===== src/source/ooo_macros.svh =====
`ifndef OOO_MACROS_SVH
`define OOO_MACROS_SVH

// datapath width
`define OOO_XLEN 32

// structure depths
`define OOO_IQ_DEPTH 4
`define OOO_ROB_DEPTH 8
`define OOO_ROB_IX_W 3  // log2 of the ROB depth
`define OOO_RS_DEPTH 2

`endif


===== src/source/ooo_isa_pkg.sv =====
package ooo_isa_pkg;

  // major opcodes of the supported RV32I subset
  typedef enum logic [6:0] {
    OPC_OP    = 7'b0110011,  // register-register
    OPC_OPIMM = 7'b0010011   // register-immediate
  } rv_opcode_e;

  typedef enum logic [1:0] {
    CLASS_NOP,    // unsupported, dropped at the queue head
    CLASS_OP,
    CLASS_OPIMM
  } op_class_e;

  typedef enum logic [3:0] {
    ALU_ADD,
    ALU_SUB,
    ALU_AND,
    ALU_OR,
    ALU_XOR,
    ALU_SLT,  // signed
    ALU_SLL,
    ALU_SRL,
    ALU_MUL   // low word only
  } alu_func_e;

endpackage


===== src/source/alu.sv =====
`timescale 1ns/10ps
`include "ooo_macros.svh"

module alu (
  input  logic                     clk_100mhz,
  input  logic                     rst_n,
  input  logic                     exec_valid,
  input  ooo_isa_pkg::alu_func_e   exec_func,
  input  logic [`OOO_XLEN-1:0]     exec_a,
  input  logic [`OOO_XLEN-1:0]     exec_b,
  input  logic [`OOO_ROB_IX_W-1:0] exec_tag,
  output logic                     cdb_valid,
  output logic [`OOO_ROB_IX_W-1:0] cdb_tag,
  output logic [`OOO_XLEN-1:0]     cdb_value
);
  import ooo_isa_pkg::*;

  logic [`OOO_XLEN-1:0] result;

  always_comb begin
    case (exec_func)
      ALU_ADD: result = exec_a + exec_b;
      ALU_SUB: result = exec_a - exec_b;
      ALU_AND: result = exec_a & exec_b;
      ALU_OR:  result = exec_a | exec_b;
      ALU_XOR: result = exec_a ^ exec_b;
      ALU_SLT: result = {{(`OOO_XLEN-1){1'b0}}, $signed(exec_a) < $signed(exec_b)};
      ALU_SLL: result = exec_a << exec_b[4:0];
      ALU_SRL: result = exec_a >> exec_b[4:0];
      ALU_MUL: result = exec_a * exec_b;  // truncates to the low word
      default: result = '0;
    endcase
  end

  // the bus has this unit as its only driver
  always_ff @(posedge clk_100mhz) begin
    if (!rst_n) cdb_valid <= 1'b0;
    else cdb_valid <= exec_valid;
  end

  always_ff @(posedge clk_100mhz) begin
    if (exec_valid) begin
      cdb_tag   <= exec_tag;
      cdb_value <= result;
    end
  end

endmodule


===== config.mk =====
export PLATFORM = sky130hd
export DESIGN_NAME = alu
export DESIGN_NICKNAME = d
export VERILOG_FILES = /design/src/source/ooo_isa_pkg.sv /design/src/source/alu.sv
export VERILOG_INCLUDE_DIRS = /design/src /design/src/source
export SDC_FILE = /design/constraint.sdc
export NUM_CORES = 2
export LEC_CHECK = 0
export BUFFER_PORTS_ARGS = -buffer_cell sky130_fd_sc_hd__buf_2
export CAP_MARGIN = 20
export CORE_MARGIN = 8
export CORE_UTILIZATION = 40
export CTS_BUF_LIST = sky130_fd_sc_hd__clkbuf_8
export CTS_CLUSTER_DIAMETER = 30
export DETAILED_ROUTE_END_ITERATION = 8
export SKIP_CTS_REPAIR_TIMING = 1
export SLEW_MARGIN = 20
export SYNTH_ARGS = -nofsm -noshare
export SYNTH_HDL_FRONTEND = slang
export SYNTH_SLANG_ARGS = --single-unit

===== constraint.sdc =====
create_clock -name clk_100mhz -period 12.2 [get_ports clk_100mhz]
set_input_delay 1.83 -clock clk_100mhz [delete_from_list [all_inputs] [get_ports clk_100mhz]]
set_output_delay 1.83 -clock clk_100mhz [all_outputs]
set_load 0.02 [all_outputs]

# Word level (Yosys, flattened, before mapping)

Cells that the tools add are included.

Equal/unequal tests: 8
Shift operators: 2
Reductions and logical operators: 1
Add/subtract/negate cells: 2
Mux-type cells: 1
Bitwise gates (word level): 3
Multipliers: 1
Magnitude comparators: 1

Operator list:

| kind                                                                  | count |
|---|---|
| 32-bit one-hot mux with 9 select lines                                | 1 |
| 32-bit adder                                                          | 1 |
| 32-bit bitwise AND                                                    | 1 |
| 32-bit less-than comparator                                           | 1 |
| 32-bit by 32-bit multiplier with 32-bit output                        | 1 |
| 32-bit bitwise OR                                                     | 1 |
| 32-bit by 5-bit << shifter with 32-bit output                         | 1 |
| 32-bit by 5-bit >> shifter with 32-bit output                         | 1 |
| 32-bit subtractor                                                     | 1 |
| 32-bit bitwise XOR                                                    | 1 |
| 4-bit by 3-bit equality test with 1-bit output, second input constant | 4 |
| 4-bit by 2-bit equality test with 1-bit output, second input constant | 2 |
| 4-bit by 1-bit equality test with 1-bit output, second input constant | 1 |
| 4-bit equality test, second input constant                            | 1 |
| 4-bit zero test                                                       | 1 |

Input bits: 74
Register bits: 36

# Longest topological paths before layout

Depth in word-level cells: 2
Mapped depth: 29

# Worst setup path before layout

OpenSTA, ideal clock, no wires.

Path type: in2reg
Start: input exec_b[2]
End: register cdb_value[29] (data pin)
Stages: 29
Data required time: 11,929 ps
Library setup time: 271 ps
Setup slack: 2,350 ps
Data arrival time: 9,578 ps
Cells stage by stage: clkbuf_1 -> inv_1 -> buf_2 -> buf_1 -> buf_2 -> buf_1 -> nor2_1 -> fa_1 -> inv_1 -> fa_1 -> fa_1 -> fa_1 -> inv_1 -> fa_1 -> inv_1 -> fa_1 -> inv_1 -> fa_1 -> fa_1 -> ha_1 -> a21o_1 -> a21o_1 -> a221o_1 -> a22o_1 -> a31o_2 -> o21ai_0 -> mux2i_1 -> nor3_1 -> o211ai_1

Longest elaborated chain between the ends: 2

Ends and longest elaborated chain:

| what                                                                   | RTL line  | RTL |
|---|---|---|
| start: declaration                                                     | alu.sv:10 | `` input logic [`OOO_XLEN-1:0] exec_b, `` |
| 32-bit by 32-bit multiplier with 32-bit output (tied with other cells) | alu.sv:30 | `ALU_MUL: result = exec_a * exec_b;` |
| 32-bit one-hot mux with 9 select lines (*)                             | alu.sv:21 | `case (exec_func)` |
| via result[29]                                                         | alu.sv:18 | `` logic [`OOO_XLEN-1:0] result; `` |
| end signal: assignment                                                 | alu.sv:44 | `cdb_value <= result;` |
| end: declaration                                                       | alu.sv:14 | `` output logic [`OOO_XLEN-1:0] cdb_value `` |

The timed path passes the listed nets; every way through them passes the cells marked *.
A chain may end at the register's enable or synchronous reset.

# Final worst setup path

Start: input exec_b[4]
End: register cdb_value[30] (data pin)

Same word-level chain as after synthesis.

==> metrics.cfg <==
[synth]
avgSynthCellArea_sq_um=8.16
synth_fp_nets=3647
synthArstFlopShare_pct=0
yosysTopAreaCell=fa_1
synth_area_leaders=fa_1 34%, ha_1 11%, inv_1 7.2%
synth.most_common_cell=inv_1
synth_edf_count=35
synth-main-ff-cell=edfxtp_1
yosys.area.top_type_share_pct=34.2
synthDistinctLibCells=89
synth_area_sq_mm=0.0240
yosys_warnings=0
ys_ff_latch=36
yosysSeqAreaShare_pct=4.46
syn_inst=2943
yosys-top-cells-count=461 x inv_1, 450 x nor2_1, 410 x fa_1, 292 x nand2_1, 220 x ha_1

[route]
avgRoutedWirePerCell_um=29.8
wl_mm=111
via_count=23000
routed_via_density=6.20
drc=0
antenna_left=0
drtIter0Drc=2764
dr.pass1.iters=6

[setup_path]
crit_path_end_kind=flop
crit_type=primary input to flop
crit_buf_inv=7
crit_fanout=15
critPathArrivalTime_ns=9.52
endpoint=cdb_value[30]$_DFFE_PP_
start_kind=primary input
cp-startpoint=exec_b[4]
critPathSlowestCell=a311oi_2
slowest_delay_ns=0.55
cp_data_required_time_ns=12.27
crit_family=adder cells
cp_common_cell=fa_1
worst-path-stages=26

[sta]
finalSetupTns_ns=0
fin_crit_sh_pct=77.5
worst_pin_slew_ns=1.13
layout_min_cycle_time_ns=9.45
slew_headroom_pct=23.9
final_hold_viol_count=0
rsz0062_at_grt=no
clock.fmax_ghz=0.106
drv_slew=0
setup_viol=0

[min_path]
min_from=exec_tag[1]
hold_path.class=primary input to flop

[floorplanning]
std_cell_rows=90
fp.dieW_um=261
dieArea_sq_mm=0.0681
die_y_um=261
io_pins=110
initial_core_util_pct=40.1
coreArea_sq_mm=0.0598

[cts]
cts.path.max_buffers=2
path_clk_slew_ns=0.11
numCtsBuffers=5
cts_tree=yes
cts-root-buf=clkbuf_8
cts.sinks=36
htreeDepth=2

[cells_and_area]
multi_input_area_sq_mm=0.0205
final_layout_size_suffix_gt1_share_pct=8.21
nets=3637
seqCellArea_sq_mm=0.00107
area_growth_pct=5.48
fillers=6112

[job]
drv_cap=0

[placement]
hpwl_mm=86.9
place_congestion=1.02
portBuffers=109

[grt]
overflow=0
track_usage_pct=32.7
grt_max_degree=64
grt_pass1_wl_mm=163
grt_pass1_vias=23800
grt_antenna_before_repair=4

[status]
status=finished clean

routing by layer:
metal,wire [um],track usage [%],share of wire (%)
met1,43600,43.6,39
met2,49600,51.5,45
met3,10800,5.15,9.8
met4,6890,16.4,6.2
met5,0,0,0
cell families (layout without fill, tap and decap cells):
group                      count (synthesis)  in the layout  synth area share [%]
and+or+nand+nor                          905            905                  15.7
buffers and inverters                    650            641                  10.4
adders and majority gates                630            630                  45.7
AOI/OAI and AO/OA                        545            545                  15.4
muxes                                     90             90                  5.16
xor gates and xnor gates                  87             87                  3.23
DFF                                       36             36                  4.46
other                                      0              2                     0
registers in the layout (all words and copies together) (netlist names):
register and flops:
cdb_tag 3, cdb_valid 1, cdb_value 32
stage by stage:
stage	hold slack [ns]	std cells	util, %	cell area [sq um]	worst slack (ns)
after CTS	1.65	3716	42.3	25300	2.87
after detailed placement	2.01	3708	42.2	25200	2.52
after floorplan	1.93	2943	-	24000	2.35
final	1.66	3718	42.3	25300	2.75
after global placement	2.01	3708	42.2	25200	2.51
after global routing	1.65	3716	42.3	25300	2.54
cell type report:
| type | instances | area share, % |
|---|---|---|
| inverter | 479 | 7.10 |
| antenna | 2 | 0.0198 |
| timing repair buffer | 154 | 3.50 |
| tap | 782 | 3.86 |
| multi-input combinational | 2257 | 80.9 |
| sequential | 36 | 4.23 |
| clock inverter | 3 | 0.0939 |
| clock buffer | 5 | 0.272 |
placed cells by master (no fill, tap or decap), drive strengths merged, types with 5 or more instances in the layout:
cell	count
a211o	7
a211oi	26
a21o	31
a21oi	103
a221o	12
a221oi	37
a22oi	8
a31oi	12
and3	11
buf	154
clkbuf	5
clkinv	11
edfxtp	35
fa	410
ha	220
inv	469
mux2	9
mux2i	55
mux4	26
nand2	292
nand2b	30
nand3	18
nand4	7
nor2	450
nor2b	16
nor3	40
nor4	8
o2111ai	8
o211ai	28
o21a	9
o21ai	150
o21bai	17
o221ai	11
o22ai	23
o311ai	7
o31ai	9
or2	7
or3	13
xnor2	66
xor2	20
how the worst min path moves through the flow:
stage	endpoint	depth (start not counted)
floorplan	cdb_tag[0]$_DFFE_PP_	0
global placement	cdb_tag[1]$_DFFE_PP_	1
detailed placement	cdb_tag[2]$_DFFE_PP_	1
CTS	cdb_tag[0]$_DFFE_PP_	1
global route	cdb_tag[1]$_DFFE_PP_	1
finish	cdb_tag[1]$_DFFE_PP_	1
Power is left out: the tool's default activity adds up to more than one toggle a clock period on the data nets, which glitch-free logic cannot reach.
