[config.mk]
export PLATFORM = sky130hd
export DESIGN_NAME = register_file
export DESIGN_NICKNAME = d
export VERILOG_FILES = /design/src/source/register_file.sv
export VERILOG_INCLUDE_DIRS = /design/src /design/src/source
export SDC_FILE = /design/constraint.sdc
export NUM_CORES = 2
export LEC_CHECK = 0
export BUFFER_PORTS_ARGS = -buffer_cell sky130_fd_sc_hd__buf_4
export CORE_UTILIZATION = 36
export DETAILED_ROUTE_END_ITERATION = 6
export PLACE_DENSITY_LB_ADDON = 0.1
export SLEW_MARGIN = 20
export SYNTH_ARGS = -nofsm -noshare
export SYNTH_HDL_FRONTEND = slang
export SYNTH_SLANG_ARGS = --single-unit
export TNS_END_PERCENT = 50
[constraint.sdc]
create_clock -name clk_100mhz -period 11 [get_ports clk_100mhz]
set_clock_uncertainty 0.2 [all_clocks]
set_input_delay 1.1 -clock clk_100mhz [delete_from_list [all_inputs] [get_ports clk_100mhz]]
set_output_delay 1.1 -clock clk_100mhz [all_outputs]
set_load 0.02 [all_outputs]
[src/source/ooo_macros.svh]
`ifndef OOO_MACROS_SVH
`define OOO_MACROS_SVH

// datapath width
`define OOO_XLEN 32

// structure depths
`define OOO_IQ_DEPTH 4
`define OOO_ROB_DEPTH 8
`define OOO_ROB_IX_W 3  // log2 of the ROB depth
`define OOO_RS_DEPTH 2

`endif

[src/source/register_file.sv]
`timescale 1ns/10ps
`include "ooo_macros.svh"

module register_file (
  input  logic                     clk_100mhz,
  input  logic                     rst_n,
  input  logic [4:0]               rs1,
  input  logic [4:0]               rs2,
  input  logic                     rename,
  input  logic [4:0]               rename_rd,
  input  logic [`OOO_ROB_IX_W-1:0] rename_tag,
  input  logic                     commit_valid,
  input  logic [4:0]               commit_rd,
  input  logic [`OOO_XLEN-1:0]     commit_value,
  input  logic [`OOO_ROB_IX_W-1:0] commit_tag,
  output logic [`OOO_XLEN-1:0]     rs1_value,
  output logic                     rs1_busy,
  output logic [`OOO_ROB_IX_W-1:0] rs1_tag,
  output logic [`OOO_XLEN-1:0]     rs2_value,
  output logic                     rs2_busy,
  output logic [`OOO_ROB_IX_W-1:0] rs2_tag
);

  logic [`OOO_XLEN-1:0]     regs [32];
  logic [`OOO_ROB_IX_W-1:0] tags [32];  // youngest producer of each register
  logic [31:0]              busy;

  // reads see the mapping before this cycle's rename
  assign rs1_value = regs[rs1];
  assign rs1_busy  = busy[rs1];
  assign rs1_tag   = tags[rs1];
  assign rs2_value = regs[rs2];
  assign rs2_busy  = busy[rs2];
  assign rs2_tag   = tags[rs2];

  always_ff @(posedge clk_100mhz) begin
    if (!rst_n) begin
      busy <= '0;
      for (int i = 0; i < 32; i++) regs[i] <= '0;  // architectural state starts at zero
    end else begin
      if (commit_valid && commit_rd != 5'd0) begin
        regs[commit_rd] <= commit_value;
        if (tags[commit_rd] == commit_tag) busy[commit_rd] <= 1'b0;  // older tag leaves it busy
      end
      // a rename in the same cycle overrides the clear
      if (rename && rename_rd != 5'd0) busy[rename_rd] <= 1'b1;
    end
  end

  always_ff @(posedge clk_100mhz) begin
    if (rename && rename_rd != 5'd0) tags[rename_rd] <= rename_tag;
  end

endmodule

Word level (Yosys, flattened, before mapping)
Memories as Yosys holds them, arrays and structs flattened.
Cells that the tools add are included.

cells by class
  $add $sub $neg = 0
  multipliers = 0
  div/mod/pow operators = 0
  $lt $le $gt $ge = 6
  equality and inequality tests = 1
  shifts and indexed selects = 0
  mux-type cells = 21
  bitwise logic cells = 3
  reductions and logical operators = 7

operators with widths
  operator              number
  $mux W32              5
  $and A32 B32 Y32      1
  $not A32 Y32          1
  $or A32 B32 Y32       1
  $reduce_or A32 Y1     1
  $lt A5 B6 Y1 const B  4
  $mux W1               11
  $bmux W1 S5           2
  $demux W1 S5          2
  $ge A5 B1 Y1 const B  2
  $reduce_bool A5 Y1    2
  $mux W5               1
  $logic_and A1 B1 Y1   4
  $eq A3 B3 Y1          1

storage, ports and cells
  register bits after elaboration = 32
  bits in latches = 0
  bits in writable memories = 1120
  ROM bits = 0
  input port bits = 62
  output and inout port bits = 72
  memories kept = 2

memories
  name  words  width  rd ports  clocked after memory_dff  wr ports  line                 RTL
  regs  32     32     2         0                         32        register_file.sv:24  logic [`OOO_XLEN-1:0] regs [32];
  tags  32     3      3         0                         1         register_file.sv:25  logic [`OOO_ROB_IX_W-1:0] tags [32];

Longest topological paths before layout
  word-level depth = 11
  gate-level depth with buffers = 11
  depth with buffers taken out = 7

Worst setup path after synthesis
Ideal clock, no wire load.

  path kind = input to register
  start = input commit_rd[3]
  end = memory regs[8][0] (netlist name), enable pin
  setup time = 470 ps
  data arrival time = 4519 ps
  data required time = 10330 ps
  path slack = 5811 ps
  stages on the path = 6
  cell sequence = buf_2 buf_2 clkbuf_1 nor3b_1 nand2_1 o31ai_1

RTL lines
  element          line                 RTL
  start, declared  register_file.sv:13  input logic [4:0] commit_rd,
  end, declared    register_file.sv:24

Worst setup path after layout
  start = input rs1[0]
  end = output rs1_value[27]

on the way
  word-level cells in the longest chain between the ends = 1

RTL lines
  element          line                 RTL
  start, declared  register_file.sv:7   input logic [4:0] rs1,
  $mem_v2 Z32 W32  n/a
  end, declared    register_file.sv:16  output logic [`OOO_XLEN-1:0] rs1_value,

Every way passes these cells.

==> metrics.md <==
| Metric | Value |
|---|---|
| Status | finished clean |
| H-tree levels | 4 |
| Commonest non-fill, non-tap cell in the layout | edfxtp_1 |
| Clk pwr share | 0.406 |
| Unrepaired setup endpoints after global routing | false |
| Post-CTS setup buffers | 0 |
| Setup CP Type | input port to output pin |
| Area growth syn-to-layout | 12.9% |
| Pre-CTS setup slack | approximately 5400 ps |
| Post-CTS Resized | 0 |
| Syn Area/Cell | around 17 µm² |
| Clock sink count | 1152 |
| Critical Path AT | approximately 4300 ps |
| Min-delay worst type | register to register |
| Top delay family on crit path | multiplexers |
| Most frequent cells in the layout | 1120 x edfxtp_1, 993 x and2_1, 720 x mux4_2, 204 x buf_4, 146 x clkbuf_16 |
| Total power | 0.0111 W |
| Net count, final | 3756 |
| Static leakage | around 23 nW |
| Register area share after synthesis | 0.558 |
| DRT iter0 DRCs | 3659 |
| PwrDens | approximately 160 nW/µm² |
| CTS tree | built |
| Synth unique cells | 45 |
| Die width | about 420 µm |
| Final hold vios | 0 |
| Number of global-route vias before repair | 36100 |
| Worst Tran Pin Value | roughly 1100 ps |
| Root Driver | clkbuf_16 |
| DR vias/cell | approximately 5.9 |
| Final worst setup slack | 5450 ps |
| Synthesized area | between 60000 and 70000 µm² |
| Overall Global Routing Usage | 0.256 |
| Worst-path cell chain | buf_8 -> buf_12 -> mux4_2 -> mux4_2 -> mux2_2 -> buf_4 |
| Total core area | about 170000 µm² |
| Crit end category | output pin |
| RD Place Congestion | approximately 0.78 |
| Critical path buffer and inverter count | 3 |
| Share of layout cells above drive strength 1 | 0.340 |
| IO Count | between 100 and 150 |
| Slew Limit Headroom | 0.261 |
| Die H | just over 400 µm |
| Maximum clock path buffer count | 3 |
| Largest vdd supply drop | ~0.18 mV |
| Most used cell, CP | mux4_2 |
| F_max | about 180 MHz |
| Global-route wire length before repair | slightly above 300000 µm |
| Row Count | approximately 150 |
| DP HPWL | roughly 120000 µm |
| Total congestion overflow | 0 |
| Starting Density | 0.363 |
| Hold Buf Count CTS | 0 |
| Sw frac | 0.253 |
| Number of flops mapped to enable cells by yosys | approximately 1100 |
| NetSw | roughly 0.0028 W |
| WP data required | between 9000 and 10000 ps |
| Wire per inst | roughly 36 µm |
| First-pass detailed-route iteration total | 7 |
| Gate Count Post-Synth | ~3700 |
| Die Area | between 150000 and 200000 µm² |
| Crit path max fanout | 81 |
| Combinational share of power | 0.128 |
| Worst R2R Setup Slack | about 8100 ps |
| Min cycle time layout | ~5500 ps |
| Seq cells post-synth | about 1200 |
| Main synth FF type | edfxtp_1 |
| Number of CTS-inserted buffers | 138 |
| TNS Setup | 0 ps |
| # port buffers | approximately 130 |
| Worst-path clk slew | about 60 ps |
| Yosys warnings | 0 |
| Period utilization | 0.505 |
| FFs w/ async S/R, synth | 0 |
| Vias after detailed routing | about 36000 |
| Pin count of the biggest net entering global routing | 103 |
| Flop pwr share | 0.466 |
| Max Slew Vio Count | 0 |
| Residual DRC | 0 |
| Pint | between 0.008 and 0.009 W |
| Routed WL | 220000 µm |
| Critical-path top delay cell | buf_12 |
| Final antenna-violating net count | 0 |
| Critical Path Start Type | input port |
| Worst-Skew Late Latency | between 700 and 800 ps |
| CP max stage delay | 610 ps |
| Final setup fails | 0 |
| Initial antenna violation count | 24 |
| Maxcap violations | 0 |
[registers in the layout, indices dropped and copies added, names as in the netlist]
register / cells
regs: 1024
tags: 96
busy: 32
[power groups by stage]
stage / registers [W] / logic [W] / clock network, W
after floorplan: 0.00520 / 0.000892 / 0
after global placement: 0.00523 / 0.00143 / 0
after detailed placement: 0.00524 / 0.00143 / 0
after CTS: 0.00515 / 0.00143 / 0.00458
after global routing: 0.00518 / 0.00147 / 0.00474
final: 0.00515 / 0.00142 / 0.00450
[through the flow]
step | util | hold WS (ps) | cells | instance area, µm²
floorplan | - | 243 | 3727 | 61600
CTS | 0.409 | 303 | 6023 | 69300
global placement | 0.383 | 295 | 5769 | 64900
global route | 0.409 | 311 | 6024 | 69300
finish | 0.409 | 301 | 6042 | 69400
detailed placement | 0.384 | 293 | 5772 | 65000
[cell type report]
cell class,count,area [µm²]
fillers,15000,100000
flip-flops and latches,1152,34300
multi-input cells,2179,26100
clock buffers,186,3820
well taps,2218,2780
repair buffers,221,1830
clock inverters,65,509
diodes,19,47.5
inverters,2,10.0
[final timing paths]
kind | start | to | cells past startpoint
worst max-delay path | rs1[0] | rs1_value[27] | 6
worst min-delay path | busy[0] | busy[0] | 1
worst max register to register | tags[17][2] | busy[21] | 7
worst min register to register | busy[0] | busy[0] | 1
[kinds of logic after synthesis]
family	share of synthesized area
xor gates and xnor gates	0.000570
DFF	0.558
buffers and inverters	0.0265
AOI/OAI and AO/OA	0.0109
other	0.0000610
muxes	0.285
and+or+nand+nor	0.119
[cells in the mapped netlist, types with 2 or more instances]
master    number  area share
edfxtp_1    1120        0.55
and2_1       993        0.10
mux4_2       720        0.26
clkbuf_1     300       0.018
nor2_1       117      0.0071
mux2_2        72       0.013
buf_2         54      0.0044
mux2i_1       48      0.0078
nand2_1       48      0.0029
dfxtp_1       32       0.010
a311oi_2      28      0.0068
buf_1         26      0.0016
o22ai_1       21      0.0021
nand3_1       15      0.0012
nor3_1        10     0.00081
o21ai_0        9     0.00073
buf_4          8     0.00098
buf_6          6      0.0011
nand2b_1       6     0.00061
nor4_1         6     0.00061
nand4_1        5     0.00051
nand4b_1       5     0.00071
nor2b_1        5     0.00051
or4bb_1        5     0.00092
o32ai_1        3     0.00043
or2_2          3     0.00031
xor2_1         3     0.00043
a31oi_1        2     0.00020
and3b_1        2     0.00029
inv_1          2     0.00012
o31ai_1        2     0.00024
or4_1          2     0.00024
or4b_1         2     0.00033
or4b_2         2     0.00033
[layer usage]
layer,up-vias,wire [µm],GRT usage,share of wire
li1,14600,-,-,-
met4,0,5850,0.0733,0.027
met3,288,12300,0.0341,0.056
met1,19500,93900,0.357,0.43
met2,1352,108000,0.420,0.49
met5,-,0,0,0
Power figures use the tool's default switching activity.
