`src/source/ooo_macros.svh`:
```
`ifndef OOO_MACROS_SVH
`define OOO_MACROS_SVH

// datapath width
`define OOO_XLEN 32

// structure depths
`define OOO_IQ_DEPTH 4
`define OOO_ROB_DEPTH 8
`define OOO_ROB_IX_W 3  // log2 of the ROB depth
`define OOO_RS_DEPTH 2

`endif

```
`src/source/ooo_core_pkg.sv`:
```
package ooo_core_pkg;

  // reorder buffer entry
  typedef enum logic [1:0] {
    ROB_FREE,
    ROB_PENDING,  // waiting for its result on the bus
    ROB_DONE
  } rob_state_e;

  // reservation station entry
  typedef enum logic [1:0] {
    RS_EMPTY,
    RS_WAITING,  // at least one operand still tagged
    RS_READY
  } rs_state_e;

endpackage

```
`src/source/reorder_buffer.sv`:
```
`timescale 1ns/10ps
`include "ooo_macros.svh"

module reorder_buffer (
  input  logic                     clk_100mhz,
  input  logic                     rst_n,
  input  logic                     alloc,
  input  logic [4:0]               alloc_rd,
  input  logic [`OOO_ROB_IX_W-1:0] lookup1_tag,
  input  logic [`OOO_ROB_IX_W-1:0] lookup2_tag,
  input  logic                     cdb_valid,
  input  logic [`OOO_ROB_IX_W-1:0] cdb_tag,
  input  logic [`OOO_XLEN-1:0]     cdb_value,
  output logic                     rob_ready,
  output logic [`OOO_ROB_IX_W-1:0] alloc_tag,
  output logic                     lookup1_done,
  output logic [`OOO_XLEN-1:0]     lookup1_value,
  output logic                     lookup2_done,
  output logic [`OOO_XLEN-1:0]     lookup2_value,
  output logic                     commit_valid,
  output logic [4:0]               commit_rd,
  output logic [`OOO_XLEN-1:0]     commit_value,
  output logic [`OOO_ROB_IX_W-1:0] commit_tag
);
  import ooo_core_pkg::*;

  localparam logic [`OOO_ROB_IX_W:0] FULL = `OOO_ROB_DEPTH;

  rob_state_e           state   [`OOO_ROB_DEPTH];
  logic [4:0]           rd_q    [`OOO_ROB_DEPTH];
  logic [`OOO_XLEN-1:0] value_q [`OOO_ROB_DEPTH];

  logic [`OOO_ROB_IX_W-1:0] head, tail;
  logic [`OOO_ROB_IX_W:0]   count;

  assign rob_ready = (count != FULL);
  assign alloc_tag = tail;  // the tag is the entry index

  // forwarding of finished but uncommitted results
  assign lookup1_done  = (state[lookup1_tag] == ROB_DONE);
  assign lookup1_value = value_q[lookup1_tag];
  assign lookup2_done  = (state[lookup2_tag] == ROB_DONE);
  assign lookup2_value = value_q[lookup2_tag];

  // retire strictly from the head
  assign commit_valid = (state[head] == ROB_DONE);
  assign commit_rd    = rd_q[head];
  assign commit_value = value_q[head];
  assign commit_tag   = head;

  always_ff @(posedge clk_100mhz) begin
    if (!rst_n) begin
      for (int i = 0; i < `OOO_ROB_DEPTH; i++) state[i] <= ROB_FREE;
      head  <= '0;
      tail  <= '0;
      count <= '0;
    end else begin
      if (alloc) begin
        state[tail] <= ROB_PENDING;
        tail        <= tail + 1'b1;
      end
      if (cdb_valid) state[cdb_tag] <= ROB_DONE;
      if (commit_valid) begin
        state[head] <= ROB_FREE;
        head        <= head + 1'b1;
      end
      if (alloc && !commit_valid) count <= count + 1'b1;
      else if (!alloc && commit_valid) count <= count - 1'b1;
    end
  end

  always_ff @(posedge clk_100mhz) begin
    if (alloc) rd_q[tail] <= alloc_rd;
    if (cdb_valid) value_q[cdb_tag] <= cdb_value;
  end

endmodule

```
`config.mk`:
```
export PLATFORM = sky130hd
export DESIGN_NAME = reorder_buffer
export DESIGN_NICKNAME = d
export VERILOG_FILES = /design/src/source/ooo_core_pkg.sv /design/src/source/reorder_buffer.sv
export VERILOG_INCLUDE_DIRS = /design/src /design/src/source
export SDC_FILE = /design/constraint.sdc
export NUM_CORES = 1
export LEC_CHECK = 0
export BUFFER_PORTS_ARGS = -buffer_cell sky130_fd_sc_hd__buf_2
export CORE_MARGIN = 3
export CORE_UTILIZATION = 60
export DETAILED_ROUTE_END_ITERATION = 6
export PLACE_DENSITY = 0.82
export SYNTH_ARGS = -nofsm -noshare
export SYNTH_HDL_FRONTEND = slang
export SYNTH_SLANG_ARGS = --single-unit
```
`constraint.sdc`:
```
create_clock -name clk_100mhz -period 7.25 [get_ports clk_100mhz]
set_input_delay 1.0875 -clock clk_100mhz [delete_from_list [all_inputs] [get_ports clk_100mhz]]
set_output_delay 1.0875 -clock clk_100mhz [all_outputs]
set_load 0.1 [all_outputs]
```
* Word-level counts from Yosys, hierarchy flattened
Memory sizes are Yosys's and may differ from the RTL's. A register that Yosys moved wholly into a read port is not among the register bits.
Cells that the tools add are included.
** Word-level totals
- Bits in registers :: 10
- Bits in writable memories :: 312
- Bits of input ports :: 50
- Output and inout port bits :: 111
- Word-level logic and storage cells :: 51
- Memories :: 3
** Memories
- value_q :: depth 8, width 32, read ports 3, clocked after memory_dff 1, wr ports 1, RTL line reorder_buffer.sv:31 : logic [`OOO_XLEN-1:0] value_q [`OOO_ROB_DEPTH];
- rd_q :: depth 8, width 5, read ports 1, clocked after memory_dff 1, wr ports 1, RTL line reorder_buffer.sv:30 : logic [4:0] rd_q [`OOO_ROB_DEPTH];
- state :: depth 8, width 2, read ports 3, clocked after memory_dff 1, wr ports 8, RTL line reorder_buffer.sv:29 : rob_state_e state [`OOO_ROB_DEPTH];
** Cells by class
- $add $sub $neg :: 4
- Equal/unequal tests :: 4
- Mux-type cells :: 29
- Reduce and logical (&&, ||, !) cells :: 8
** Operator list (number)
- two-way mux 3 bit :: 9
- two-way mux 1 bit :: 15
- two-way mux 4 bit :: 2
- adder 3 x 1 -> 3 bit, second input constant :: 2
- == test 2 bit, second input constant :: 3
- two-way mux 2 bit :: 3
- OR reduction 2 bit :: 3
- adder 4 x 1 -> 4 bit, second input constant :: 1
- inequality test 4 bit, second input constant :: 1
- subtractor 4 x 1 -> 4 bit, second input constant :: 1
- logical AND 1 bit :: 2
- logical NOT 1 bit :: 2
- nonzero test 2 bit :: 1

* Depth between registers and ports, before layout
- Depth in word-level cells :: 6
- Depth in mapped cells :: 12
- Depth with buffers taken out :: 11

* Worst setup path after synthesis
Ideal clock, no wire load.
- Path type :: input -> output
- From :: in lookup2_tag[1]
- To :: out lookup2_done
- Arrival :: 4.074 ns
- Required time :: 6.162 ns
- Slack :: 2.088 ns
- Cell stages on the path :: 4
- Buffers on the path :: 2
- Path through :: buf_2 buf_1 mux4_2 o21ai_0
** On the way
- Word-level cells in the longest chain between the ends :: 2
** Ends and longest elaborated chain
- start, declared :: RTL line reorder_buffer.sv:10 : input logic [`OOO_ROB_IX_W-1:0] lookup2_tag,
- memory (8 x 2 bit)
- == test 2 bit :: RTL line reorder_buffer.sv:42 : assign lookup2_done = (state[lookup2_tag] == ROB_DONE);
- end, declared :: RTL line reorder_buffer.sv:18 : output logic lookup2_done,
No other way between the ends.

* Final worst setup path
Ends and elaborated chain as after synthesis.

==> flow_metrics.py <==
metrics = {
    "timing": {
        "fin_crit_ps": 4717,
        "slew_viol_final": 0,
        "slew_headroom_pct": 26.35,
        "hold_viol_final": 0,
        "fmax_mhz": 212.0,
        "tightestPinTransition_ps": 1096,
        "fin_crit_sh_pct": 65.07,
        "skew_ps": 20.03,
        "tns_ps": 0,
        "setup_violations": 0,
        "rsz0062_at_grt": "no",
    },
    "clock_tree": {
        "clock-sinks": 325,
        "cts_tree": "done",
        "cts_resized": 0,
        "clk_pin_slew_ps": 60,
        "cts.path.max_buffers": 3,
        "htreeDepth": 2,
        "postCtsHoldBufs": 0,
        "numCtsBuffers": 35,
        "clock_latency_ps": 500,
        "cts_setup_buffers": 0,
        "cts-root-buf": "clkbuf_16",
    },
    "critical_path": {
        "cp-end-kind": "output pin",
        "cpMostUsedCell": "buf_2",
        "cpMaxStageDelayCell": "buf_4",
        "start_kind": "input pin",
        "worst_ep_required_time_ps": 6160,
        "crit_chain": "buf_2 > buf_4 > mux4_2 > o21ai_0 > buf_2",
        "cp_top_family": "buffers and inverters",
        "cp_max_fo": 42,
        "cp_slowest_stage_delay_ps": 660,
        "crit_arrival_ps": 3630,
        "crit_buf_inv": 3,
        "crit_type": "in2out",
    },
    "floorplan": {
        "initial_utilization_pct": 61.85,
        "chipWidth_um": 171.1,
        "die_area_um2": 29260,
        "die_y_um": 171.1,
        "placementRows": 59,
        "ios": 161,
        "fp.coreArea_um2": 26430,
    },
    "drt": {
        "routed_wl_mm": 37.22,
        "drt_iter0_drc": 905,
        "num_vias": 9248,
        "drc": 0,
        "ant_nets": 0,
        "drt_pass1_iterations": 5,
        "routedWlPerCell_um": 27.69,
        "vias_per_cell": 6.881,
    },
    "global_routing": {
        "gr-total-overflow": 0,
        "antenna_found_initial": 3,
        "grt_pass1_vias": 9650,
        "grt_usage_pct": 26.04,
        "grt_max_degree": 48,
        "grt_pass1_wl_mm": 56.79,
    },
    "power_and_ir_drop": {
        "power.internal_mw": 3.357,
        "power_leakage_nw": 6.093,
        "power_switching_mw": 1.293,
        "p_total_mw": 4.650,
        "p_seq_share_pct": 46.3,
        "netSwitchingFraction_pct": 27.80,
        "p_clk_share_pct": 36.5,
        "p_per_area_nw_per_um2": 249.6,
        "ir_drop_mv": 0.1624,
        "combPwrFrac_pct": 17.3,
    },
    "logic_synthesis": {
        "avgSynthCellArea_um2": 19.77,
        "yosysTopAreaCell": "edfxtp_1",
        "yosysUniqueCellTypes": 31,
        "synth-seq-area-share_pct": 57.93,
        "yosysWarningCount": 0,
        "syn_inst": 827,
        "synthArstFlopShare_pct": 0,
        "yosysMostFrequentCell": "edfxtp_1",
        "yosys-top-cells-count": "edfxtp_1 (296), mux4_2 (208), mux2_2 (101)",
        "synth_area_leaders": "edfxtp_1 (54%), mux4_2 (29%), mux2_2 (7.0%)",
        "synth_top_area_share_pct": 54.38,
        "syn-num-nets": 883,
        "synth-seq-cells": 325,
        "synth.cell_area_um2": 16350,
        "synth_edf_count": 296,
        "yosys_most_used_dff": "edfxtp_1",
    },
    "final_layout": {
        "nNetsFinal": 1039,
        "syn_to_final_growth_pct": 13.95,
        "fillers": 1612,
        "fin_util_pct": 70.48,
        "drive_gt1_share_pct": 54.46,
    },
    "placed_design": {
        "gp_congestion": 0.8182,
        "dpl.hpwl_mm": 21.86,
        "port_buffers": 160,
    },
    "flow_run": {
        "max_cap_viol_count": 0,
    },
    "outcome": {
        "status": "finished clean",
    },
    "min_path": {
        "min_path_type": "reg2reg",
    },
}
flip-flops by register name, indices dropped and copies added (netlist names), named ones only:
signal      count
commit_tag      3
count           4
value_q       256
alloc_tag       3
state          16
rd_q           40
worst min-delay path, delay by kind of cell (launching register included):
kind	cells	cell delay (ps)
compound gates	1	60
simple gates	1	90
flops	1	320
metrics by stage:
stage / cell area [um^2] / cells / setup WS (ps) / hold slack, ps
3_3_place_gp: 17510 / 1281 / 2565 / 460.7
4_1_cts: 18620 / 1343 / 2551 / 499.8
3_5_place_dp: 17510 / 1281 / 2554 / 486.7
6_report: 18630 / 1344 / 2533 / 502.6
2_1_floorplan: 16350 / 827 / 2088 / 448.5
5_1_grt: 18630 / 1344 / 2413 / 521.7
kinds of logic after synthesis:
logic type	Yosys count	share of synthesized area (%)
flops	325	57.93
buf+inv	72	1.891
xor+xnor	5	0.2679
compound gates	25	1.026
fa+ha+maj	6	0.5052
simple gates	82	2.503
mux	312	35.88
power by group through the flow:
| stage | Combinational, mW | Clock, mW | Sequential, mW |
|---|---|---|---|
| after floorplan | 0.655 | 0 | 2.18 |
| after global placement | 0.796 | 0 | 2.18 |
| after detailed placement | 0.804 | 0 | 2.19 |
| after CTS | 0.807 | 1.72 | 2.15 |
| after global routing | 0.834 | 1.81 | 2.16 |
| final | 0.802 | 1.70 | 2.15 |
final timing paths:
check | cells past startpoint | start | end | slack, ps
worst max-delay path | 5 | lookup2_tag[1] | lookup2_done | 2530
worst min-delay path | 2 | state[3][1]$_SDFFE_PP0P_ | state[3][1]$_SDFFE_PP0P_ | 500
worst max register to register | 10 | register | count[3]$_SDFFE_PN0P_ | 3560
worst min register to register | 2 | state[3][1]$_SDFFE_PP0P_ | state[3][1]$_SDFFE_PP0P_ | 500
metal layers:
metal | up-vias | part of all wire, % | track usage (%)
li1 | 3862 | - | -
met1 | 4836 | 38 | 35.90
met2 | 483 | 52 | 44.46
met3 | 63 | 7.9 | 3.997
met4 | 4 | 1.9 | 6.928
met5 | - | 0.056 | 0
cell usage in the layout (no fill, tap or decap), types with 2 or more instances in the layout:
master      Yosys  layout
nand2b_1       11      11
a21oi_1         7       7
inv_1          12      12
nor2_4          0       6
o21ai_0         6       6
xnor2_1         5       5
mux2_2        101     101
clkinv_1        0       9
clkbuf_16       0      37
clkinvlp_4      0       3
bufinv_16       0       2
dfxtp_4         0       2
and2_1          5       5
dfxtp_1        29      26
mux4_2        208     208
o41ai_1         8       8
nor3_1         13      11
edfxtp_1      296     296
buf_2          24     158
nand2_1         9       9
mux2i_1         2       2
nor2b_1        12      12
clkinv_2        0       2
nor2_1         28      22
nor3_2          0       2
a21boi_0        2       2
clkbuf_1       29       6
ha_1            5       5
buf_4           0      21
clkbuf_8        0       2
cell type report:
| cell class | instances | area, um^2 | area share (%) |
|---|---|---|---|
| Sequential cell | 325 | 9478 | 50.88 |
| Multi-Input combinational cell | 430 | 6623 | 35.55 |
| Clock buffer | 45 | 975.9 | 5.239 |
| Timing Repair Buffer | 179 | 948.4 | 5.092 |
| Tap cell | 335 | 419.2 | 2.250 |
| Clock inverter | 17 | 135.1 | 0.7255 |
| Inverter | 12 | 45.04 | 0.2418 |
| Antenna cell | 1 | 2.502 | 0.01343 |
No activity file was read; power rests on OpenSTA's default activity.
