--- config.mk ---
export PLATFORM = sky130hd
export DESIGN_NAME = decode_queue
export DESIGN_NICKNAME = d
export VERILOG_FILES = /design/src/source/ooo_isa_pkg.sv /design/src/source/decode_queue.sv
export VERILOG_INCLUDE_DIRS = /design/src /design/src/source
export SDC_FILE = /design/constraint.sdc
export NUM_CORES = 1
export LEC_CHECK = 0
export ABC_AREA = 1
export BUFFER_PORTS_ARGS = -buffer_cell sky130_fd_sc_hd__buf_4
export CELL_PAD_IN_SITES_DETAIL_PLACEMENT = 1
export CELL_PAD_IN_SITES_GLOBAL_PLACEMENT = 1
export CORE_MARGIN = 2
export CORE_UTILIZATION = 40
export DETAILED_ROUTE_END_ITERATION = 8
export PLACE_DENSITY_LB_ADDON = 0.1
export SYNTH_ARGS = -nofsm -noshare
export SYNTH_HDL_FRONTEND = slang
export SYNTH_SLANG_ARGS = --single-unit
--- constraint.sdc ---
create_clock -name clk_100mhz -period 2.3 [get_ports clk_100mhz]
set_input_delay 0.23 -clock clk_100mhz [delete_from_list [all_inputs] [get_ports clk_100mhz]]
set_output_delay 0.23 -clock clk_100mhz [all_outputs]
set_load 0.01 [all_outputs]
--- src/source/ooo_macros.svh ---
`ifndef OOO_MACROS_SVH
`define OOO_MACROS_SVH

// datapath width
`define OOO_XLEN 32

// structure depths
`define OOO_IQ_DEPTH 4
`define OOO_ROB_DEPTH 8
`define OOO_ROB_IX_W 3  // log2 of the ROB depth
`define OOO_RS_DEPTH 2

`endif

--- src/source/ooo_isa_pkg.sv ---
package ooo_isa_pkg;

  // major opcodes of the supported RV32I subset
  typedef enum logic [6:0] {
    OPC_OP    = 7'b0110011,  // register-register
    OPC_OPIMM = 7'b0010011   // register-immediate
  } rv_opcode_e;

  typedef enum logic [1:0] {
    CLASS_NOP,    // unsupported, dropped at the queue head
    CLASS_OP,
    CLASS_OPIMM
  } op_class_e;

  typedef enum logic [3:0] {
    ALU_ADD,
    ALU_SUB,
    ALU_AND,
    ALU_OR,
    ALU_XOR,
    ALU_SLT,  // signed
    ALU_SLL,
    ALU_SRL,
    ALU_MUL   // low word only
  } alu_func_e;

endpackage

--- src/source/decode_queue.sv ---
`timescale 1ns/10ps
`include "ooo_macros.svh"

module decode_queue (
  input  logic                    clk_100mhz,
  input  logic                    rst_n,
  input  logic [31:0]             instruction,
  input  logic                    instruction_valid,
  input  logic                    rob_ready,
  input  logic                    rs_ready,
  output logic                    queue_ready,
  output logic                    issue,
  output ooo_isa_pkg::alu_func_e  issue_func,
  output logic [4:0]              issue_rs1,
  output logic [4:0]              issue_rs2,
  output logic [4:0]              issue_rd,
  output logic [`OOO_XLEN-1:0]    issue_imm,
  output logic                    issue_use_imm
);
  import ooo_isa_pkg::*;

  localparam int IX_W = $clog2(`OOO_IQ_DEPTH);
  localparam logic [IX_W:0] FULL = `OOO_IQ_DEPTH;

  rv_opcode_e opcode;
  op_class_e  dec_cls;
  alu_func_e  dec_func;

  op_class_e          cls_q  [`OOO_IQ_DEPTH];
  alu_func_e          func_q [`OOO_IQ_DEPTH];
  logic [4:0]         rs1_q  [`OOO_IQ_DEPTH];
  logic [4:0]         rs2_q  [`OOO_IQ_DEPTH];
  logic [4:0]         rd_q   [`OOO_IQ_DEPTH];
  logic [`OOO_XLEN-1:0] imm_q [`OOO_IQ_DEPTH];

  logic [IX_W-1:0] head, tail;  // depth is a power of two, pointers wrap
  logic [IX_W:0]   count;
  logic            push, pop, head_valid, head_nop;

  assign opcode = rv_opcode_e'(instruction[6:0]);

  always_comb begin
    dec_cls  = CLASS_NOP;
    dec_func = ALU_ADD;
    case (opcode)
      OPC_OP: begin
        dec_cls = CLASS_OP;
        case ({instruction[31:25], instruction[14:12]})
          {7'h00, 3'b000}: dec_func = ALU_ADD;
          {7'h20, 3'b000}: dec_func = ALU_SUB;
          {7'h00, 3'b111}: dec_func = ALU_AND;
          {7'h00, 3'b110}: dec_func = ALU_OR;
          {7'h00, 3'b100}: dec_func = ALU_XOR;
          {7'h00, 3'b010}: dec_func = ALU_SLT;
          {7'h00, 3'b001}: dec_func = ALU_SLL;
          {7'h00, 3'b101}: dec_func = ALU_SRL;
          {7'h01, 3'b000}: dec_func = ALU_MUL;
          default:         dec_cls  = CLASS_NOP;
        endcase
      end
      OPC_OPIMM: begin
        dec_cls = CLASS_OPIMM;
        case (instruction[14:12])
          3'b000: dec_func = ALU_ADD;
          3'b111: dec_func = ALU_AND;
          3'b110: dec_func = ALU_OR;
          3'b100: dec_func = ALU_XOR;
          3'b010: dec_func = ALU_SLT;
          3'b001: dec_func = ALU_SLL;
          3'b101: dec_func = ALU_SRL;  // srai falls out below
          default: dec_cls = CLASS_NOP;
        endcase
        // shift immediates need a zero funct7
        if (instruction[12] && instruction[13:12] == 2'b01 && instruction[31:25] != 7'h00)
          dec_cls = CLASS_NOP;
      end
      default: ;
    endcase
  end

  assign queue_ready = (count != FULL);
  assign push        = instruction_valid && queue_ready;
  assign head_valid  = (count != '0);
  assign head_nop    = (cls_q[head] == CLASS_NOP);
  assign issue       = head_valid && !head_nop && rob_ready && rs_ready;
  assign pop         = issue || (head_valid && head_nop);  // nops just vanish

  assign issue_func    = func_q[head];
  assign issue_rs1     = rs1_q[head];
  assign issue_rs2     = rs2_q[head];
  assign issue_rd      = rd_q[head];
  assign issue_imm     = imm_q[head];
  assign issue_use_imm = (cls_q[head] == CLASS_OPIMM);

  always_ff @(posedge clk_100mhz) begin
    if (!rst_n) begin
      head  <= '0;
      tail  <= '0;
      count <= '0;
    end else begin
      if (push) tail <= tail + 1'b1;
      if (pop) head <= head + 1'b1;
      if (push && !pop) count <= count + 1'b1;
      else if (!push && pop) count <= count - 1'b1;
    end
  end

  always_ff @(posedge clk_100mhz) begin
    if (push) begin
      cls_q[tail]  <= dec_cls;
      func_q[tail] <= dec_func;
      rs1_q[tail]  <= instruction[19:15];
      rs2_q[tail]  <= instruction[24:20];
      rd_q[tail]   <= instruction[11:7];
      imm_q[tail]  <= {{(`OOO_XLEN-12){instruction[31]}}, instruction[31:20]};
    end
  end

endmodule

### Yosys cells after proc, flatten, opt, wreduce, memory -nomap -nowiden

Memories as Yosys holds them, arrays and structs flattened. A register that Yosys moved wholly into a read port is not among the register bits.
Index checks and enable logic that the tools add are counted.

* flip-flop bits (word level): 7
* RAM bits: 212
* input port bits: 37
* output and inout port bits: 54
* word-level logic and storage cells: 76
* memories kept: 6

Memories
* imm_q: words 4, width 32, rd ports 1, clocked after memory_dff 1, wr ports 1, line decode_queue.sv:34 `` logic [`OOO_XLEN-1:0] imm_q [`OOO_IQ_DEPTH]; ``
* rd_q: words 4, width 5, rd ports 1, clocked after memory_dff 1, wr ports 1, line decode_queue.sv:33 `` logic [4:0] rd_q [`OOO_IQ_DEPTH]; ``
* rs1_q: words 4, width 5, rd ports 1, clocked after memory_dff 1, wr ports 1, line decode_queue.sv:31 `` logic [4:0] rs1_q [`OOO_IQ_DEPTH]; ``
* rs2_q: words 4, width 5, rd ports 1, clocked after memory_dff 1, wr ports 1, line decode_queue.sv:32 `` logic [4:0] rs2_q [`OOO_IQ_DEPTH]; ``
* func_q: words 4, width 4, rd ports 1, clocked after memory_dff 1, wr ports 1, line decode_queue.sv:30 `` alu_func_e func_q [`OOO_IQ_DEPTH]; ``
* cls_q: words 4, width 2, rd ports 1, clocked after memory_dff 1, wr ports 1, line decode_queue.sv:29 `` op_class_e cls_q [`OOO_IQ_DEPTH]; ``

* add/sub/neg operators: 4
* eq/ne operators: 19
* muxes and demuxes: 23
* reduce and logical (&&, ||, !) cells: 21

Operator list (count)
* 10-bit by 3-bit equality test with 1-bit output, second input constant: 4
* 4-bit one-hot mux with 8 select lines: 1
* 2-bit two-way mux: 14
* 3-bit one-hot mux with 6 select lines: 1
* 3-bit equality test, second input constant: 4
* 10-bit by 1-bit equality test with 1-bit output, second input constant: 1
* 10-bit by 2-bit equality test with 1-bit output, second input constant: 1
* 10-bit by 4-bit equality test with 1-bit output, second input constant: 1
* 10-bit by 9-bit equality test with 1-bit output, second input constant: 1
* 10-bit zero test: 1
* 1-bit logical AND: 9
* 9-bit OR reduction: 1
* 4-bit one-hot mux with 2 select lines: 1
* 7-bit by 5-bit equality test with 1-bit output, second input constant: 1
* 7-bit by 6-bit equality test with 1-bit output, second input constant: 1
* 7-bit nonzero test: 1
* 7-bit OR reduction: 1
* 3-bit two-way mux: 2
* 2-bit by 1-bit adder with 2-bit output, second input constant: 2
* 2-bit one-hot mux with 2 select lines: 1
* 3-bit by 1-bit adder with 3-bit output, second input constant: 1
* 3-bit by 1-bit equality test with 1-bit output, second input constant: 1
* 3-bit by 2-bit equality test with 1-bit output, second input constant: 1
* 1-bit zero test: 3
* other kinds (10): 12

### Longest topological paths before layout

* word-level depth: 9
* gate-level depth with buffers: 16
* mapped depth without buffers: 14

### Worst setup path before layout

No wires, ideal clock.

* path type: register to register
* start point: register count[0]
* end point: memory cls_q[0][0] (netlist bit), enable pin
* setup time: 413 ps
* data arrival time: 1982 ps
* data required time: 1887 ps
* setup slack: -95 ps
* cell stages (with the launch flop): 5
* buffers on the path: 0
* period minus slack after synthesis: 2395 ps
* path through: dfxtp_1 inv_2 nand3_1 nand2_1 nor2_1

* longest elaborated chain between the ends: 4

RTL lines
* start, declared: line decode_queue.sv:37 `logic [IX_W:0] count;`
* start signal, assigned: line decode_queue.sv:103 `if (push && !pop) count <= count + 1'b1;`
* start signal, assigned: line decode_queue.sv:104 `else if (!push && pop) count <= count - 1'b1;`
* 3-bit != test: line decode_queue.sv:81 `assign queue_ready = (count != FULL);`
* named net queue_ready: line decode_queue.sv:11 `output logic queue_ready,`
* 1-bit logical AND: line decode_queue.sv:82 `assign push = instruction_valid && queue_ready;`
* 1-bit two-way mux: line decode_queue.sv:109 `if (push) begin`
* 1-bit two-way mux (implied by the code): line decode_queue.sv:110 `cls_q[tail] <= dec_cls;`
* end, declared: line decode_queue.sv:29

The timed path passes the listed nets, and every way through them passes these cells.

==> results by group <==
Status
  • Status: completed

Synth
  • Synth top area share: between 60% and 70%
  • Syn Area/Cell: ~12 sq um
  • Synth async-reset ratio: 0%
  • Post-Synth XOR/XNOR Area: 0.170%
  • EDFF count, synth: 112
  • Post-synthesis cell type count: 28
  • Seq/Total Area, Yosys: a little under 70%
  • Area contributors post-synth: edfxtp_1 65%, nor2_1 5.5%, buf_4 3.6%
  • Syn nets: 470
  • Main combinational cell family by area after synthesis: simple AND/OR/NAND/NOR gates
  • Flops & latches, synth: around 120
  • Adder-cell area share of the yosys netlist: 1.60%
  • Post-synthesis mux area share: 0%
  • Compound-gate portion of the synthesized area: 10.3%
  • Post-synth top area cell: edfxtp_1
  • Synth warnings: 0
  • Synth Instances: ~430
  • Post-Syn Area: 5150 sq um
  • Main synth FF type: edfxtp_1
  • Synth Area in Simple Gates: between 10% and 20%

Drt
  • Pre-antenna DRT Iters: 4
  • DR WL/cell: 16.8 microns
  • Initial DRC count: 170
  • DR vias: 3415
  • Drt total wl: 11.7 mm
  • DRC violations left: 0
  • Vias per cell: between 4 and 5
  • Post-DRT Antenna Nets: 0

Die
  • Starting density of the core: 40.8%
  • Chip height: between 100 and 150 microns
  • Die X: between 100 and 150 microns
  • FP Rows: between 40 and 50
  • I/O pin count: 91
  • Die area: about 14000 sq um
  • Core area: between 10000 and 15000 sq um

Placed design
  • RePlAce Congestion: ~0.75
  • DP HPWL: 7.76 mm
  • Setup WS pre-CTS: 0.147 ns
  • # port buffers: 90
  • Area of placed instances: 5940 sq um

Clocking
  • Skew-Pair Late Insertion Delay: slightly above 0.4 ns
  • Worst-path clk slew: roughly 0.050 ns
  • CTS tree: built
  • Sink Count: 121
  • Htree depth: 4
  • Clock root cell: clkbuf_16
  • Setup Buffers After CTS: 0
  • CTS max path bufs: 2
  • Num CTS Buffers: 17

Timing
  • Final worst-path setup slack: 0.195 ns
  • Tcrit/Tclk final: approximately 92%
  • Hold Slack: 0.0211 ns
  • Clk_skew: about 0.0072 ns
  • Slew of the pin with the lowest slew margin: approximately 0.73 ns
  • Fin Setup TNS: 0 ns
  • Unrepaired setup endpoints after global routing: no
  • Final Hold Vio Count: 0
  • Max-slew violations: 0
  • Final setup viols: 0
  • Min Tclk post-route: between 2 and 2.5 ns
  • F_max: around 480 MHz
  • Rel. slew slack: roughly half

Worst setup path
  • Cell Chain, Critical Path: inv_6 -> nand2_1 -> nand3_1 -> nand2_4 -> nand2_2 -> nand2_4 -> nand2_2 -> ha_1 -> inv_2 -> fa_1 -> a21oi_1 -> o21ai_1 -> o21ai_1 -> a21oi_1
  • CP peak stage delay: between 0.3 and 0.4 ns
  • Worst Path Required: between 2 and 3 ns
  • CP Max Fanout: 9
  • Critical path class: flop to flop
  • Crit path DAT: around 2.4 ns
  • Worst setup EP type: flop
  • Critical Path Source Type: flop
  • Slowest stage cell on the critical path: dfxtp_2

Cells and area
  • Post-layout util: 52.0%
  • FILL cells: ~1400
  • Share of layout cells above drive strength 1: 32.1%
  • Synth-to-Final Area Change: 27.2%
  • Most frequent cells in the layout: 112 x edfxtp_1, 107 x buf_4, 71 x nor2_1
  • Commonest non-fill, non-tap cell in the layout: edfxtp_1
  • Net count reported at finish: around 550
  • N_diodes: 0
  • Fin area: between 6000 and 7000 sq um

Power and ir drop
  • Peak supply drop: slightly above 0.5 mV
  • Leak pwr: 2.49 nW
  • Pwr Density: ~1400 nW/um^2

GRT
  • Largest net degree at the start of global routing: 33
  • GRT overflow: 0
  • Vias in the first global route: approximately 3600
  • Global Route Usage Sum: 17.8%
  • Initial antenna violation count: 0
  • First-pass GRT wire length: roughly 19 mm

Flow run
  • Max-cap violations: 0

Worst hold path
  • HP Start: instruction[20]
  • Hold WC Path Type: input pin to flop
==> power by group <==
part           switching (W)  total, W  internal [W]
clock               0.000884   0.00262       0.00174
sequential          0.000126   0.00281       0.00268
combinational        0.00200   0.00351       0.00152
==> sequential cells by signal, indices dropped and copies added (netlist names), named ones only <==
signal,flops
func_q,16
rs1_q,20
rd_q,20
imm_q,48
count,3
head,2
tail,2
cls_q,8
==> final timing paths <==
path	end	slack, ns	depth (start not counted)
hold reg to reg	count[2]	0.50	2
setup / recovery	count[2]	0.20	14
hold / removal	imm_q[2][0]	0.02	1
setup reg to reg	count[2]	0.20	14
==> critical path, delay by kind of cell, from the launching register on <==
| kind | cells | cell delay (ns) |
|---|---|---|
| AND/OR/NAND/NOR | 6 | 0.51 |
| flip-flops | 1 | 0.38 |
| adder cells (fa/ha/maj) | 2 | 0.53 |
| buffers and inverters | 2 | 0.17 |
| AO/OA/AOI/OAI | 4 | 0.40 |
==> per-layer routing <==
layer	routed length [microns]	GRT usage (%)	up-vias
li1	-	-	1671
met1	5160	21.3	1665
met3	476	4.94	16
met5	0	0	-
met4	180	6.93	0
met2	5890	30.4	63
==> cell usage after synthesis (all sizes together), types with 3 or more instances <==
library cell / instances
nand2: 34
buf: 33
dfxtp: 9
nand3: 18
o21ai: 63
ha: 5
nand4: 3
edfxtp: 112
o22ai: 26
clkbuf: 10
a21oi: 10
nor2: 76
inv: 24
==> repair_timing <==
action,4_1_cts,5_1_grt
hold buffers,0,0
gates resized for setup,0,2
setup endpoints to repair,0,1
==> final cells by class <==
cell class	instances	area, sq um	share of cell area, %
clock buffer	27	553	8.44
clock inverter	5	55.1	0.840
multi-input combinational	239	1270	19.4
timing repair buffer	108	823	12.6
inverter	24	95.1	1.45
tap	172	215	3.28
sequential	121	3550	54.1
==> logic make-up after synthesis <==
family | after synthesis
compound gates | 99
xor+xnor | 1
fa+ha+maj | 6
buf+inv | 67
flops | 121
simple gates | 133
==> through the flow <==
step	power [W]	std cells
global route	0.00945	696
finish	0.00895	696
detailed placement	0.00642	664
CTS	0.00906	696
floorplan	0.00513	427
global placement	0.00633	664
Note: power is estimated with default switching activity, not from simulation.
